### src/mesi_pkg.sv
`default_nettype none

package mesi_pkg;

  parameter int XLEN       = 32;
  parameter int LINE_WIDTH = 32;
  parameter int NUM_CPUS   = 4;

  typedef logic [XLEN-1:0]       addr_t;
  typedef logic [LINE_WIDTH-1:0] line_data_t;

  // bus and crossbar endpoint with cpus first and memory after them
  typedef logic [2:0] node_id_t;

  localparam node_id_t MEM_NODE = node_id_t'(NUM_CPUS);

  // stable states first, then the transients of a pending miss
  typedef enum logic [2:0] {
    I,
    S,
    E,
    M,
    IS,
    IE,
    IM,
    SM
  } mesi_state_t;

  typedef enum logic [2:0] {
    Bus_Idle,
    Bus_Rd,
    Bus_Rdx,
    Bus_Upg,
    Bus_Flush
  } bus_tx_t;

  // state change asked of the line store by a snoop hit
  typedef enum logic [1:0] {
    SNOOP_NONE,
    SNOOP_TO_S,
    SNOOP_TO_I
  } snoop_act_t;

endpackage

`default_nettype wire

### src/line_store.sv
`timescale 1ns/1ps
`default_nettype none

module line_store #(
  parameter int NUM_SETS = 4
) (
  input  wire logic                    clk,
  input  wire logic                    rst,
  input  wire logic                    cpu_req,
  input  wire logic                    cpu_we,
  input  mesi_pkg::addr_t              cpu_addr,
  input  mesi_pkg::line_data_t         cpu_wdata,
  input  wire logic                    issue_valid,
  input  mesi_pkg::bus_tx_t            issue_tx,
  input  wire logic                    bus_shared,
  input  wire logic                    fill_valid,
  input  mesi_pkg::line_data_t         fill_data,
  input  mesi_pkg::snoop_act_t         snoop_act,
  input  wire logic [$clog2(NUM_SETS)-1:0] snoop_index,
  output logic                         cpu_ready,
  output logic                         cpu_resp,
  output mesi_pkg::line_data_t         cpu_rdata,
  output mesi_pkg::mesi_state_t        cpu_state,
  output mesi_pkg::mesi_state_t        snoop_state,
  output mesi_pkg::line_data_t         snoop_data,
  output logic                         arbiter_busy
);

  localparam int IDX_W = $clog2(NUM_SETS);

  mesi_pkg::mesi_state_t state_q [NUM_SETS];
  mesi_pkg::line_data_t  data_q  [NUM_SETS];

  logic [IDX_W-1:0]      cpu_idx;
  logic                  cpu_upd;
  mesi_pkg::mesi_state_t cpu_next_state;
  mesi_pkg::line_data_t  cpu_next_data;
  logic                  snoop_on_cpu;

  assign cpu_idx      = cpu_addr[IDX_W-1:0];
  assign cpu_state    = state_q[cpu_idx];
  assign snoop_state  = state_q[snoop_index];
  assign snoop_data   = data_q[snoop_index];
  assign snoop_on_cpu = (snoop_act != mesi_pkg::SNOOP_NONE) && (snoop_index == cpu_idx);

  always_comb begin
    arbiter_busy = 1'b0;
    for (int i = 0; i < NUM_SETS; i++) begin
      if (state_q[i] inside {mesi_pkg::IS, mesi_pkg::IE, mesi_pkg::IM, mesi_pkg::SM}) begin
        arbiter_busy = 1'b1;
      end
    end
  end

  // hits, issue moves and transient resolution on the local side
  always_comb begin
    cpu_resp       = 1'b0;
    cpu_rdata      = '0;
    cpu_upd        = 1'b0;
    cpu_next_state = cpu_state;
    cpu_next_data  = data_q[cpu_idx];
    case (cpu_state)
      mesi_pkg::M, mesi_pkg::E: begin
        if (cpu_req) begin
          cpu_resp = 1'b1;
          if (cpu_we) begin
            // silent upgrade from E
            cpu_upd        = 1'b1;
            cpu_next_state = mesi_pkg::M;
            cpu_next_data  = cpu_wdata;
          end else begin
            cpu_rdata = data_q[cpu_idx];
          end
        end
      end
      mesi_pkg::S: begin
        if (cpu_req && !cpu_we) begin
          cpu_resp  = 1'b1;
          cpu_rdata = data_q[cpu_idx];
        end else if (issue_valid) begin
          cpu_upd        = 1'b1;
          cpu_next_state = mesi_pkg::SM;
        end
      end
      mesi_pkg::I: begin
        if (issue_valid) begin
          cpu_upd = 1'b1;
          if (issue_tx == mesi_pkg::Bus_Rdx) begin
            cpu_next_state = mesi_pkg::IM;
          end else begin
            cpu_next_state = bus_shared ? mesi_pkg::IS : mesi_pkg::IE;
          end
        end
      end
      mesi_pkg::IS, mesi_pkg::IE: begin
        if (fill_valid) begin
          cpu_resp       = 1'b1;
          cpu_rdata      = fill_data;
          cpu_upd        = 1'b1;
          cpu_next_state = (cpu_state == mesi_pkg::IS) ? mesi_pkg::S : mesi_pkg::E;
          cpu_next_data  = fill_data;
        end
      end
      default: begin
        // IM and SM finish the cycle after the grant
        cpu_resp       = 1'b1;
        cpu_upd        = 1'b1;
        cpu_next_state = mesi_pkg::M;
        cpu_next_data  = cpu_wdata;
      end
    endcase
  end

  always_ff @(posedge clk) begin
    if (rst) begin
      for (int i = 0; i < NUM_SETS; i++) begin
        state_q[i] <= mesi_pkg::I;
        data_q[i]  <= '0;
      end
      cpu_ready <= 1'b1;
    end else begin
      if (cpu_upd) begin
        state_q[cpu_idx] <= cpu_next_state;
        data_q[cpu_idx]  <= cpu_next_data;
      end
      // snoop comes last and wins a shared set
      case (snoop_act)
        mesi_pkg::SNOOP_TO_S: state_q[snoop_index] <= mesi_pkg::S;
        mesi_pkg::SNOOP_TO_I: state_q[snoop_index] <= mesi_pkg::I;
        default: ;
      endcase
      if (cpu_resp) begin
        cpu_ready <= 1'b1;
      end else if (cpu_req) begin
        cpu_ready <= 1'b0;
      end
    end
  end

  for (genvar g = 0; g < NUM_SETS; g++) begin : g_set_chk
    a_issue_from_i: assert property (@(posedge clk) disable iff (rst)
      issue_valid && cpu_idx == IDX_W'(g) && !snoop_on_cpu && state_q[g] == mesi_pkg::I
      |=> state_q[g] inside {mesi_pkg::IS, mesi_pkg::IE, mesi_pkg::IM})
      else $error("set %0d: issue from I did not enter IS/IE/IM", g);

    a_issue_from_s: assert property (@(posedge clk) disable iff (rst)
      issue_valid && cpu_idx == IDX_W'(g) && !snoop_on_cpu && state_q[g] == mesi_pkg::S
      |=> state_q[g] == mesi_pkg::SM)
      else $error("set %0d: upgrade from S did not enter SM", g);

    // relies on the CPU holding its address until the response
    a_im_sm_resolve: assert property (@(posedge clk) disable iff (rst)
      state_q[g] inside {mesi_pkg::IM, mesi_pkg::SM} |=> state_q[g] == mesi_pkg::M)
      else $error("set %0d: IM/SM did not resolve to M", g);

    a_write_data: assert property (@(posedge clk) disable iff (rst)
      cpu_req && cpu_we && cpu_resp && cpu_idx == IDX_W'(g)
      |=> data_q[g] == $past(cpu_wdata))
      else $error("set %0d: written data not stored", g);
  end

endmodule

`default_nettype wire

### src/miss_requester.sv
`timescale 1ns/1ps
`default_nettype none

module miss_requester #(
  parameter int NUM_SETS = 4
) (
  input  wire logic             clk,
  input  wire logic             rst,
  input  wire logic             cpu_req,
  input  wire logic             cpu_we,
  input  mesi_pkg::addr_t       cpu_addr,
  input  mesi_pkg::mesi_state_t cpu_state,
  input  wire logic             arbiter_gnt,
  output logic                  arbiter_req,
  output logic                  issue_valid,
  output mesi_pkg::bus_tx_t     issue_tx,
  output mesi_pkg::bus_tx_t     miss_tx,
  output mesi_pkg::addr_t       miss_addr
);

  localparam int IDX_W = $clog2(NUM_SETS);

  mesi_pkg::bus_tx_t need_tx;

  // transaction needed by the current access (idle on a hit or a transient)
  always_comb begin
    need_tx = mesi_pkg::Bus_Idle;
    if (cpu_req) begin
      if (cpu_state == mesi_pkg::I) begin
        need_tx = cpu_we ? mesi_pkg::Bus_Rdx : mesi_pkg::Bus_Rd;
      end else if (cpu_state == mesi_pkg::S && cpu_we) begin
        need_tx = mesi_pkg::Bus_Upg;
      end
    end
  end

  assign arbiter_req = (need_tx != mesi_pkg::Bus_Idle);
  assign issue_valid = arbiter_req && arbiter_gnt;
  assign issue_tx    = issue_valid ? need_tx : mesi_pkg::Bus_Idle;

  // bus only carries the miss in the grant cycle
  assign miss_tx   = issue_tx;
  assign miss_addr = issue_valid ? cpu_addr : '0;

  // a waiting miss keeps its set and its request until granted
  a_wait_holds_set: assert property (@(posedge clk) disable iff (rst)
    arbiter_req && !arbiter_gnt
    |=> arbiter_req && cpu_addr[IDX_W-1:0] == $past(cpu_addr[IDX_W-1:0]))
    else $error("pending miss dropped or changed set before grant");

endmodule

`default_nettype wire

### src/snoop_responder.sv
`timescale 1ns/1ps
`default_nettype none

module snoop_responder #(
  parameter int                 NUM_SETS = 4,
  parameter mesi_pkg::node_id_t CPU_ID   = 3'd0
) (
  input  wire logic                     clk,
  input  wire logic                     rst,
  input  wire logic                     bus_msg_valid,
  input  mesi_pkg::bus_tx_t             bus_msg_tx,
  input  mesi_pkg::addr_t               bus_msg_addr,
  input  mesi_pkg::node_id_t            bus_msg_source,
  input  mesi_pkg::mesi_state_t         snoop_state,
  input  mesi_pkg::line_data_t          snoop_data,
  output logic [$clog2(NUM_SETS)-1:0]   snoop_index,
  output mesi_pkg::snoop_act_t          snoop_act,
  output logic                          flush_now,
  output logic                          mem_wb_valid,
  output mesi_pkg::addr_t               mem_wb_addr,
  output mesi_pkg::line_data_t          mem_wb_data,
  output logic                          c2c_valid,
  output mesi_pkg::node_id_t            c2c_dest,
  output mesi_pkg::addr_t               c2c_addr,
  output mesi_pkg::line_data_t          c2c_data
);

  localparam int IDX_W = $clog2(NUM_SETS);

  logic remote;
  logic line_valid;
  logic send_c2c;

  assign snoop_index = bus_msg_addr[IDX_W-1:0];
  // own messages come back on the bus too
  assign remote      = bus_msg_valid && (bus_msg_source != CPU_ID);
  assign line_valid  = snoop_state inside {mesi_pkg::M, mesi_pkg::E, mesi_pkg::S};

  always_comb begin
    snoop_act = mesi_pkg::SNOOP_NONE;
    flush_now = 1'b0;
    send_c2c  = 1'b0;
    if (remote) begin
      case (bus_msg_tx)
        mesi_pkg::Bus_Rd: begin
          if (line_valid) begin
            snoop_act = mesi_pkg::SNOOP_TO_S;
            flush_now = 1'b1;
            send_c2c  = 1'b1;
          end
        end
        mesi_pkg::Bus_Rdx: begin
          if (line_valid) begin
            snoop_act = mesi_pkg::SNOOP_TO_I;
            flush_now = 1'b1;
          end
        end
        mesi_pkg::Bus_Upg: begin
          // a line in S is clean and needs no write back
          if (snoop_state == mesi_pkg::S) begin
            snoop_act = mesi_pkg::SNOOP_TO_I;
          end
        end
        default: ;
      endcase
    end
  end

  always_ff @(posedge clk) begin
    if (rst) begin
      mem_wb_valid <= 1'b0;
      c2c_valid    <= 1'b0;
    end else begin
      mem_wb_valid <= flush_now;
      c2c_valid    <= send_c2c;
    end
  end

  // payload shared by the memory flush and the c2c copy
  always_ff @(posedge clk) begin
    if (flush_now) begin
      mem_wb_addr <= bus_msg_addr;
      mem_wb_data <= snoop_data;
      c2c_dest    <= bus_msg_source;
    end
  end

  assign c2c_addr = mem_wb_addr;
  assign c2c_data = mem_wb_data;

  // another cache upgrading means our copy cannot be exclusive
  a_upg_not_exclusive: assert property (@(posedge clk) disable iff (rst)
    remote && bus_msg_tx == mesi_pkg::Bus_Upg
    |-> !(snoop_state inside {mesi_pkg::M, mesi_pkg::E}))
    else $error("remote upgrade seen while line held in M or E");

endmodule

`default_nettype wire

### src/mesi_cache.sv
`timescale 1ns/1ps
`default_nettype none

module mesi_cache #(
  parameter int                 NUM_SETS = 4,
  parameter mesi_pkg::node_id_t CPU_ID   = 3'd0
) (
  input  wire logic                 clk,
  input  wire logic                 rst,
  input  wire logic                 cpu_req,
  input  wire logic                 cpu_we,
  input  mesi_pkg::addr_t           cpu_addr,
  input  mesi_pkg::line_data_t      cpu_wdata,
  input  wire logic                 arbiter_gnt,
  input  wire logic                 bus_shared,
  input  wire logic                 fill_valid,
  input  mesi_pkg::line_data_t      fill_data,
  input  wire logic                 bus_msg_valid,
  input  mesi_pkg::bus_tx_t         bus_msg_tx,
  input  mesi_pkg::addr_t           bus_msg_addr,
  input  mesi_pkg::node_id_t        bus_msg_source,
  output logic                      cpu_ready,
  output logic                      cpu_resp,
  output mesi_pkg::line_data_t      cpu_rdata,
  output logic                      arbiter_req,
  output logic                      arbiter_busy,
  output mesi_pkg::bus_tx_t         bus_tx,
  output mesi_pkg::addr_t           bus_addr,
  output logic                      mem_wb_valid,
  output mesi_pkg::addr_t           mem_wb_addr,
  output mesi_pkg::line_data_t      mem_wb_data,
  output logic                      c2c_valid,
  output mesi_pkg::node_id_t        c2c_dest,
  output mesi_pkg::addr_t           c2c_addr,
  output mesi_pkg::line_data_t      c2c_data
);

  localparam int IDX_W = $clog2(NUM_SETS);

  mesi_pkg::mesi_state_t cpu_state;
  mesi_pkg::mesi_state_t snoop_state;
  mesi_pkg::line_data_t  snoop_data;
  logic                  issue_valid;
  mesi_pkg::bus_tx_t     issue_tx;
  mesi_pkg::bus_tx_t     miss_tx;
  mesi_pkg::snoop_act_t  snoop_act;
  logic [IDX_W-1:0]      snoop_index;
  logic                  flush_now;

  line_store #(
    .NUM_SETS(NUM_SETS)
  ) u_line_store (
    .clk(clk), .rst(rst),
    .cpu_req(cpu_req), .cpu_we(cpu_we), .cpu_addr(cpu_addr), .cpu_wdata(cpu_wdata),
    .issue_valid(issue_valid), .issue_tx(issue_tx), .bus_shared(bus_shared),
    .fill_valid(fill_valid), .fill_data(fill_data),
    .snoop_act(snoop_act), .snoop_index(snoop_index),
    .cpu_ready(cpu_ready), .cpu_resp(cpu_resp), .cpu_rdata(cpu_rdata),
    .cpu_state(cpu_state), .snoop_state(snoop_state), .snoop_data(snoop_data),
    .arbiter_busy(arbiter_busy)
  );

  miss_requester #(
    .NUM_SETS(NUM_SETS)
  ) u_miss_requester (
    .clk(clk), .rst(rst),
    .cpu_req(cpu_req), .cpu_we(cpu_we), .cpu_addr(cpu_addr), .cpu_state(cpu_state),
    .arbiter_gnt(arbiter_gnt), .arbiter_req(arbiter_req),
    .issue_valid(issue_valid), .issue_tx(issue_tx),
    .miss_tx(miss_tx), .miss_addr(bus_addr)
  );

  snoop_responder #(
    .NUM_SETS(NUM_SETS),
    .CPU_ID(CPU_ID)
  ) u_snoop_responder (
    .clk(clk), .rst(rst),
    .bus_msg_valid(bus_msg_valid), .bus_msg_tx(bus_msg_tx),
    .bus_msg_addr(bus_msg_addr), .bus_msg_source(bus_msg_source),
    .snoop_state(snoop_state), .snoop_data(snoop_data),
    .snoop_index(snoop_index), .snoop_act(snoop_act), .flush_now(flush_now),
    .mem_wb_valid(mem_wb_valid), .mem_wb_addr(mem_wb_addr), .mem_wb_data(mem_wb_data),
    .c2c_valid(c2c_valid), .c2c_dest(c2c_dest), .c2c_addr(c2c_addr), .c2c_data(c2c_data)
  );

  // flush takes the bus over a granted miss
  assign bus_tx = flush_now ? mesi_pkg::Bus_Flush : miss_tx;

endmodule

`default_nettype wire

### config.mk
export PLATFORM = sky130hd
export DESIGN_NAME = mesi_cache
export DESIGN_NICKNAME = d
export VERILOG_FILES = /design/src/mesi_pkg.sv /design/src/line_store.sv /design/src/miss_requester.sv /design/src/snoop_responder.sv /design/src/mesi_cache.sv
export SDC_FILE = /design/constraint.sdc
export NUM_CORES = 1
export LEC_CHECK = 0
export ABC_AREA = 1
export BUFFER_PORTS_ARGS = -buffer_cell sky130_fd_sc_hd__buf_2
export CAP_MARGIN = 20
export CORE_MARGIN = 3
export CORE_UTILIZATION = 48
export CTS_CLUSTER_DIAMETER = 200
export DETAILED_ROUTE_END_ITERATION = 12
export PLACE_DENSITY = 0.76
export SYNTH_ARGS = -nofsm -noshare
export SYNTH_HDL_FRONTEND = slang
export SYNTH_SLANG_ARGS = --single-unit
### constraint.sdc
create_clock -name clk -period 7.1 [get_ports clk]
set_clock_uncertainty 0.05 [all_clocks]
set_input_delay 0.71 -clock clk [delete_from_list [all_inputs] [get_ports clk]]
set_output_delay 0.71 -clock clk [all_outputs]
set_load 0.02 [all_outputs]
Word level (Yosys, flattened, before mapping)
Memory sizes are Yosys's and may differ from the RTL's. A register that Yosys moved wholly into a read port is not among the register bits.
Cells that the tools add are included.

storage, ports and cells
  memories kept = 2
  input bits = 142
  bits in registers = 38
  memory bits (writable) = 140

memory list
  memory                words  bits a word  read ports  clocked after Yosys merged registers in  wr ports  line              RTL
  u_line_store.data_q   4      32           2           1                                        4         line_store.sv:32  mesi_pkg::line_data_t data_q [NUM_SETS];
  u_line_store.state_q  4      3            6           0                                        4         line_store.sv:31  mesi_pkg::mesi_state_t state_q [NUM_SETS];

cells by class
  reduce and logical (&&, ||, !) cells = 22
  mux-type cells = 68
  equality and inequality tests = 30
  bitwise logic cells = 3

operators with widths
  operator              number
  $mux W32              9
  $pmux W32 S3          2
  $eq A3 B3 Y1 const B  18
  $mux W3               14
  $reduce_or A32 Y1     1
  $mux W1               30
  $eq A3 B2 Y1 const B  7
  $mux W2               9
  $reduce_bool A4 Y1    4
  $pmux W3 S4           1
  $reduce_or A2 Y1      5
  $eq A3 B1 Y1 const B  3
  $reduce_bool A3 Y1    3
  $reduce_or A3 Y1      3
  $pmux W1 S4           2
  $pmux W2 S3           1
  $logic_and A1 B1 Y1   4
  $logic_not A3 Y1      1
  $eq A2 B1 Y1 const B  1
  $eq A2 B2 Y1 const B  1
  $not A1 Y1            2
  $logic_not A1 Y1      1
  $or A1 B1 Y1          1

Logic depth before layout (Yosys ltp)
An unclocked memory read counts as a cell.

  depth after elaboration = 16
  mapped depth = 16
  depth with buffers taken out = 15

Modules after synthesis
From an unflattened synthesis, not the netlist that was laid out.

second synthesis, totals
  cell total of the unflattened synthesis = 1303
  area, all modules = 11506.0 um^2

modules (own cells, without submodules)
  module           cells an instance  instances  area an instance (um^2)
  line_store       1050               1          8325.5
  snoop_responder  162                1          2686.3
  miss_requester   84                 1          467.9
  mesi_cache       7                  1          26.3

Least setup slack after synthesis
OpenSTA, ideal clock, no wires.

  kind = input -> output
  from = input port bus_msg_addr[0]
  to = output port bus_tx[0]
  arrival = 5.909 ns
  stages on the path = 9
  slack = 0.431 ns
  cells stage by stage = clkbuf_1 -> nor2_1 -> nand2_1 -> o21ai_0 -> nor2_1 -> nand2_1 -> nand2_1 -> a21oi_1 -> a2111oi_0

between the ends
  word-level cells in the longest chain between the ends = 7
  elaborated cells on any way between the ends = 9
  those cells by class = eq/ne: 3; mux: 4; reduce/logical: 1; memory: 1

ends and longest elaborated chain
  what                                                 line                                          RTL
  start, declared                                      mesi_cache.sv:20                              input mesi_pkg::addr_t bus_msg_addr,
  $mem_v2 Z4 W3 *                                      n/a
  $eq A3 B2 Y1 / $eq A3 B1 Y1 (equally long branches)  snoop_responder.sv:37                         assign line_valid = snoop_state inside {mesi_pkg::M, mesi_pkg::E, mesi_pkg::S};
  $reduce_bool A3 Y1 *                                 snoop_responder.sv:37
  $mux W1 *                                            snoop_responder.sv:46, snoop_responder.sv:53
  $mux W1 *                                            n/a
  $mux W1 *                                            snoop_responder.sv:43                         if (remote) begin
  via flush_now                                        mesi_cache.sv:48                              logic flush_now;
  $mux W3 *                                            mesi_cache.sv:87                              assign bus_tx = flush_now ? mesi_pkg::Bus_Flush : miss_tx;
  end, declared                                        mesi_cache.sv:27                              output mesi_pkg::bus_tx_t bus_tx,

Mark *: on every way through the listed nets, which the timed path passes. The rest lies on a longest branch.

==> metrics <==
status=complete, no violations; leakage power=5.69 nW; FMAX=206 MHz; nets@finish=roughly 1500; worst-path cell chain=buf_2 -> inv_2 -> nand2_1 -> nand3_1 -> nand2_2 -> nand2_1 -> nand2_2 -> nor2_4 -> buf_4 -> a21oi_4 -> nand3_4 -> nand2_2; Non-Filler Instances=1670; Worst VDD drop=0.125 mV; endpoints failing setup=0; routed via count=9381; vias in the first global route=between 8000 and 9000; final hold vios=0; vias per cell=roughly 5.6; CP max stage cell=nand2_2; CP most frequent cell=nand2_2; Fillers=1845; clock transition at the registers of the reported paths=0.06 ns; clk buf depth=3; final setup TNS=0 ns; largest net degree at the start of global routing=53; Place WS=1.83 ns; Initial Util=49.1%; initial antenna violation count=0; synthesis-to-finish area growth=20.6%; Req. time, crit path=7.17 ns; multi-input logic area=0.00348 mm^2; Ports=346; register area=0.00620 mm^2; Post-CTS Resized=0; max incr delay on CP=around 0.90 ns; Final Worst Setup Slack=2.23 ns; drt wl/cell=19.0 um; DRT Pass-1 Iters=7; Placed Cells=1628; total global routing overflow=0; Routed Antenna Nets=0; Placement Rows=54; mapped cell area=about 0.011 mm^2; # Max-Cap Violations=0; CP Launch Type=primary input; Final Slew Violations=0; crit-path max FO=43; postcts setup bufs=0; Synth Register Bits=210; final wirelength=31.7 mm; yosys warns=0; first-pass GRT wire length=46.8 mm; relative slew slack=26.0%; Crit. End Element=register; GP Congestion=0.829; min-delay worst type=in -> reg; Slew @ Worst Pin=1.11 ns; CTS tree=yes; cell area power density=around 240 mW/mm^2; CTS Buf Count=23; Initial DRC Count=1029; Port Buffers=~350; Hold Buf Count CTS=0; gr usage total=24.4%; HPWL after detailed placement=20.8 mm; Final Cycle Share=68.5%; Num Clock Sinks=210; Final Critical Period=4.87 ns; sequential-to-total area share from yosys stat=a little under three fifths; clock latency on the worst-skew pair=0.51 ns; width of the die=156 um; Worst Path Arrival=4.94 ns; core area=0.0220 mm^2; Mapped Nets=roughly 1300; share of cells above drive strength 1=between 30% and 40%; Clk Tree Root Cell=clkbuf_16; Post-Syn Instances=1128; H-tree Lvls=1; DR DRC count=0; CP Class=in -> reg; count of cell types in the netlist=32; Die ar.=0.0243 mm^2; Avg Inst Size Synth=between 9 and 10 um^2; RSZ-0062 raised after global routing=false; die height=156 um; Ant. Diodes=0
## metrics by stage
step                      util (%)  hold slack, ns  total power [mW]  cell area, um^2
after floorplan                  -           0.399              1.76            10800
after global placement        55.5           0.405              1.91            12200
after detailed placement      55.6           0.410              1.92            12200
after CTS                     59.0           0.313              3.11            13000
after global routing          59.3           0.313              3.21            13000
final                         59.3           0.328              3.11            13000
## where the power goes
group	total, mW	switching, mW	leakage, nW	internal (mW)
combinational	0.450	0.313	3.26	0.137
clock	1.20	0.475	0.364	0.726
sequential	1.46	0.0305	2.07	1.42
total	3.11	0.818	5.69	2.29
## flip-flops by register name, indices dropped and copies added (netlist names)
register and count:
u_snoop_responder.c2c_valid 1, u_line_store.state_q 12, u_snoop_responder.c2c_data 32, u_line_store.cpu_ready 1
u_snoop_responder.mem_wb_valid 1, u_line_store.data_q 128, u_snoop_responder.c2c_addr 32, u_snoop_responder.c2c_dest 3
## final cells by class
cell class / instances / area share (%)
inverter: 101 / 2.91
clock buffer: 30 / 4.78
multi-input combinational: 685 / 26.8
sequential: 210 / 47.6
tap: 280 / 2.69
clock inverter: 10 / 1.05
timing repair buffer: 354 / 14.2
## critical path, delay by kind of cell
family / cells / cell delay [ns]
AOI/OAI and AO/OA: 1 / 0.36
buffers and inverters: 3 / 1.61
and+or+nand+nor: 8 / 2.16
## path summary, 6_finish.rpt
kind | startpoint | endpoint | slack (ns) | depth (start not counted)
setup / recovery | cpu_addr[0] | u_line_store.data_q[1][2] | 2.23 | 12
hold / removal | bus_msg_addr[4] | u_snoop_responder.c2c_addr[4] | 0.33 | 1
setup reg to reg | u_line_store.state_q[1][0] | u_line_store.data_q[1][2] | 3.41 | 9
hold reg to reg | u_line_store.cpu_ready | u_line_store.cpu_ready | 0.42 | 2
## metal layers
metal  GRT usage (%)  part of all wire, %  wire length [um]  vias up
met5               0                    0                 0        -
met4            7.19                  2.5               786        0
met3            4.69                   10              3310       59
met2            43.5                   50             15800      591
met1            30.1                   37             11800     4373
li1                -                    -                 -     4358
## Yosys cell counts, drive strengths merged
cell type | n | area [um^2]
a221oi | 32 | 324
nor3 | 2 | 10.0
a2111oi | 1 | 8.76
buf | 82 | 597
o22ai | 32 | 200
nand2 | 158 | 603
dfxtp | 11 | 220
a31oi | 1 | 6.26
clkbuf | 50 | 188
nand4 | 9 | 77.6
o21ai | 75 | 375
clkinv | 4 | 15.0
nand3 | 30 | 168
edfxtp | 199 | 5980
o2111ai | 1 | 8.76
nor2 | 248 | 943
a22oi | 86 | 646
inv | 97 | 364
a21oi | 10 | 61.3
## placed cells by master, fill, tap and decap left out, types with 2 or more instances in the layout
cell type / netlist / final
a21oi_1: 9 / 8
a21oi_4: 1 / 2
a221oi_1: 25 / 25
a221oi_2: 7 / 7
a22oi_1: 86 / 86
buf_16: 0 / 2
buf_2: 12 / 345
buf_4: 65 / 6
bufinv_16: 0 / 3
clkbuf_1: 50 / 5
clkbuf_16: 0 / 23
clkbuf_8: 0 / 2
clkinv_1: 4 / 5
clkinv_2: 0 / 2
clkinvlp_4: 0 / 2
dfxtp_1: 11 / 11
edfxtp_1: 199 / 199
inv_1: 93 / 93
inv_2: 4 / 4
nand2_1: 154 / 149
nand2_2: 4 / 9
nand3_1: 28 / 28
nand4_1: 7 / 7
nor2_1: 245 / 242
nor2_4: 1 / 5
nor3_1: 2 / 2
o21ai_0: 75 / 75
o22ai_1: 32 / 32
## cells by family (layout without fill, tap and decap cells)
family | Yosys count | count (layout) | synth area share [%]
flops | 210 | 210 | 57.4
buf+inv | 233 | 495 | 10.8
simple gates | 447 | 447 | 16.7
compound gates | 238 | 238 | 15.1
No activity file was read; power rests on OpenSTA's default activity.
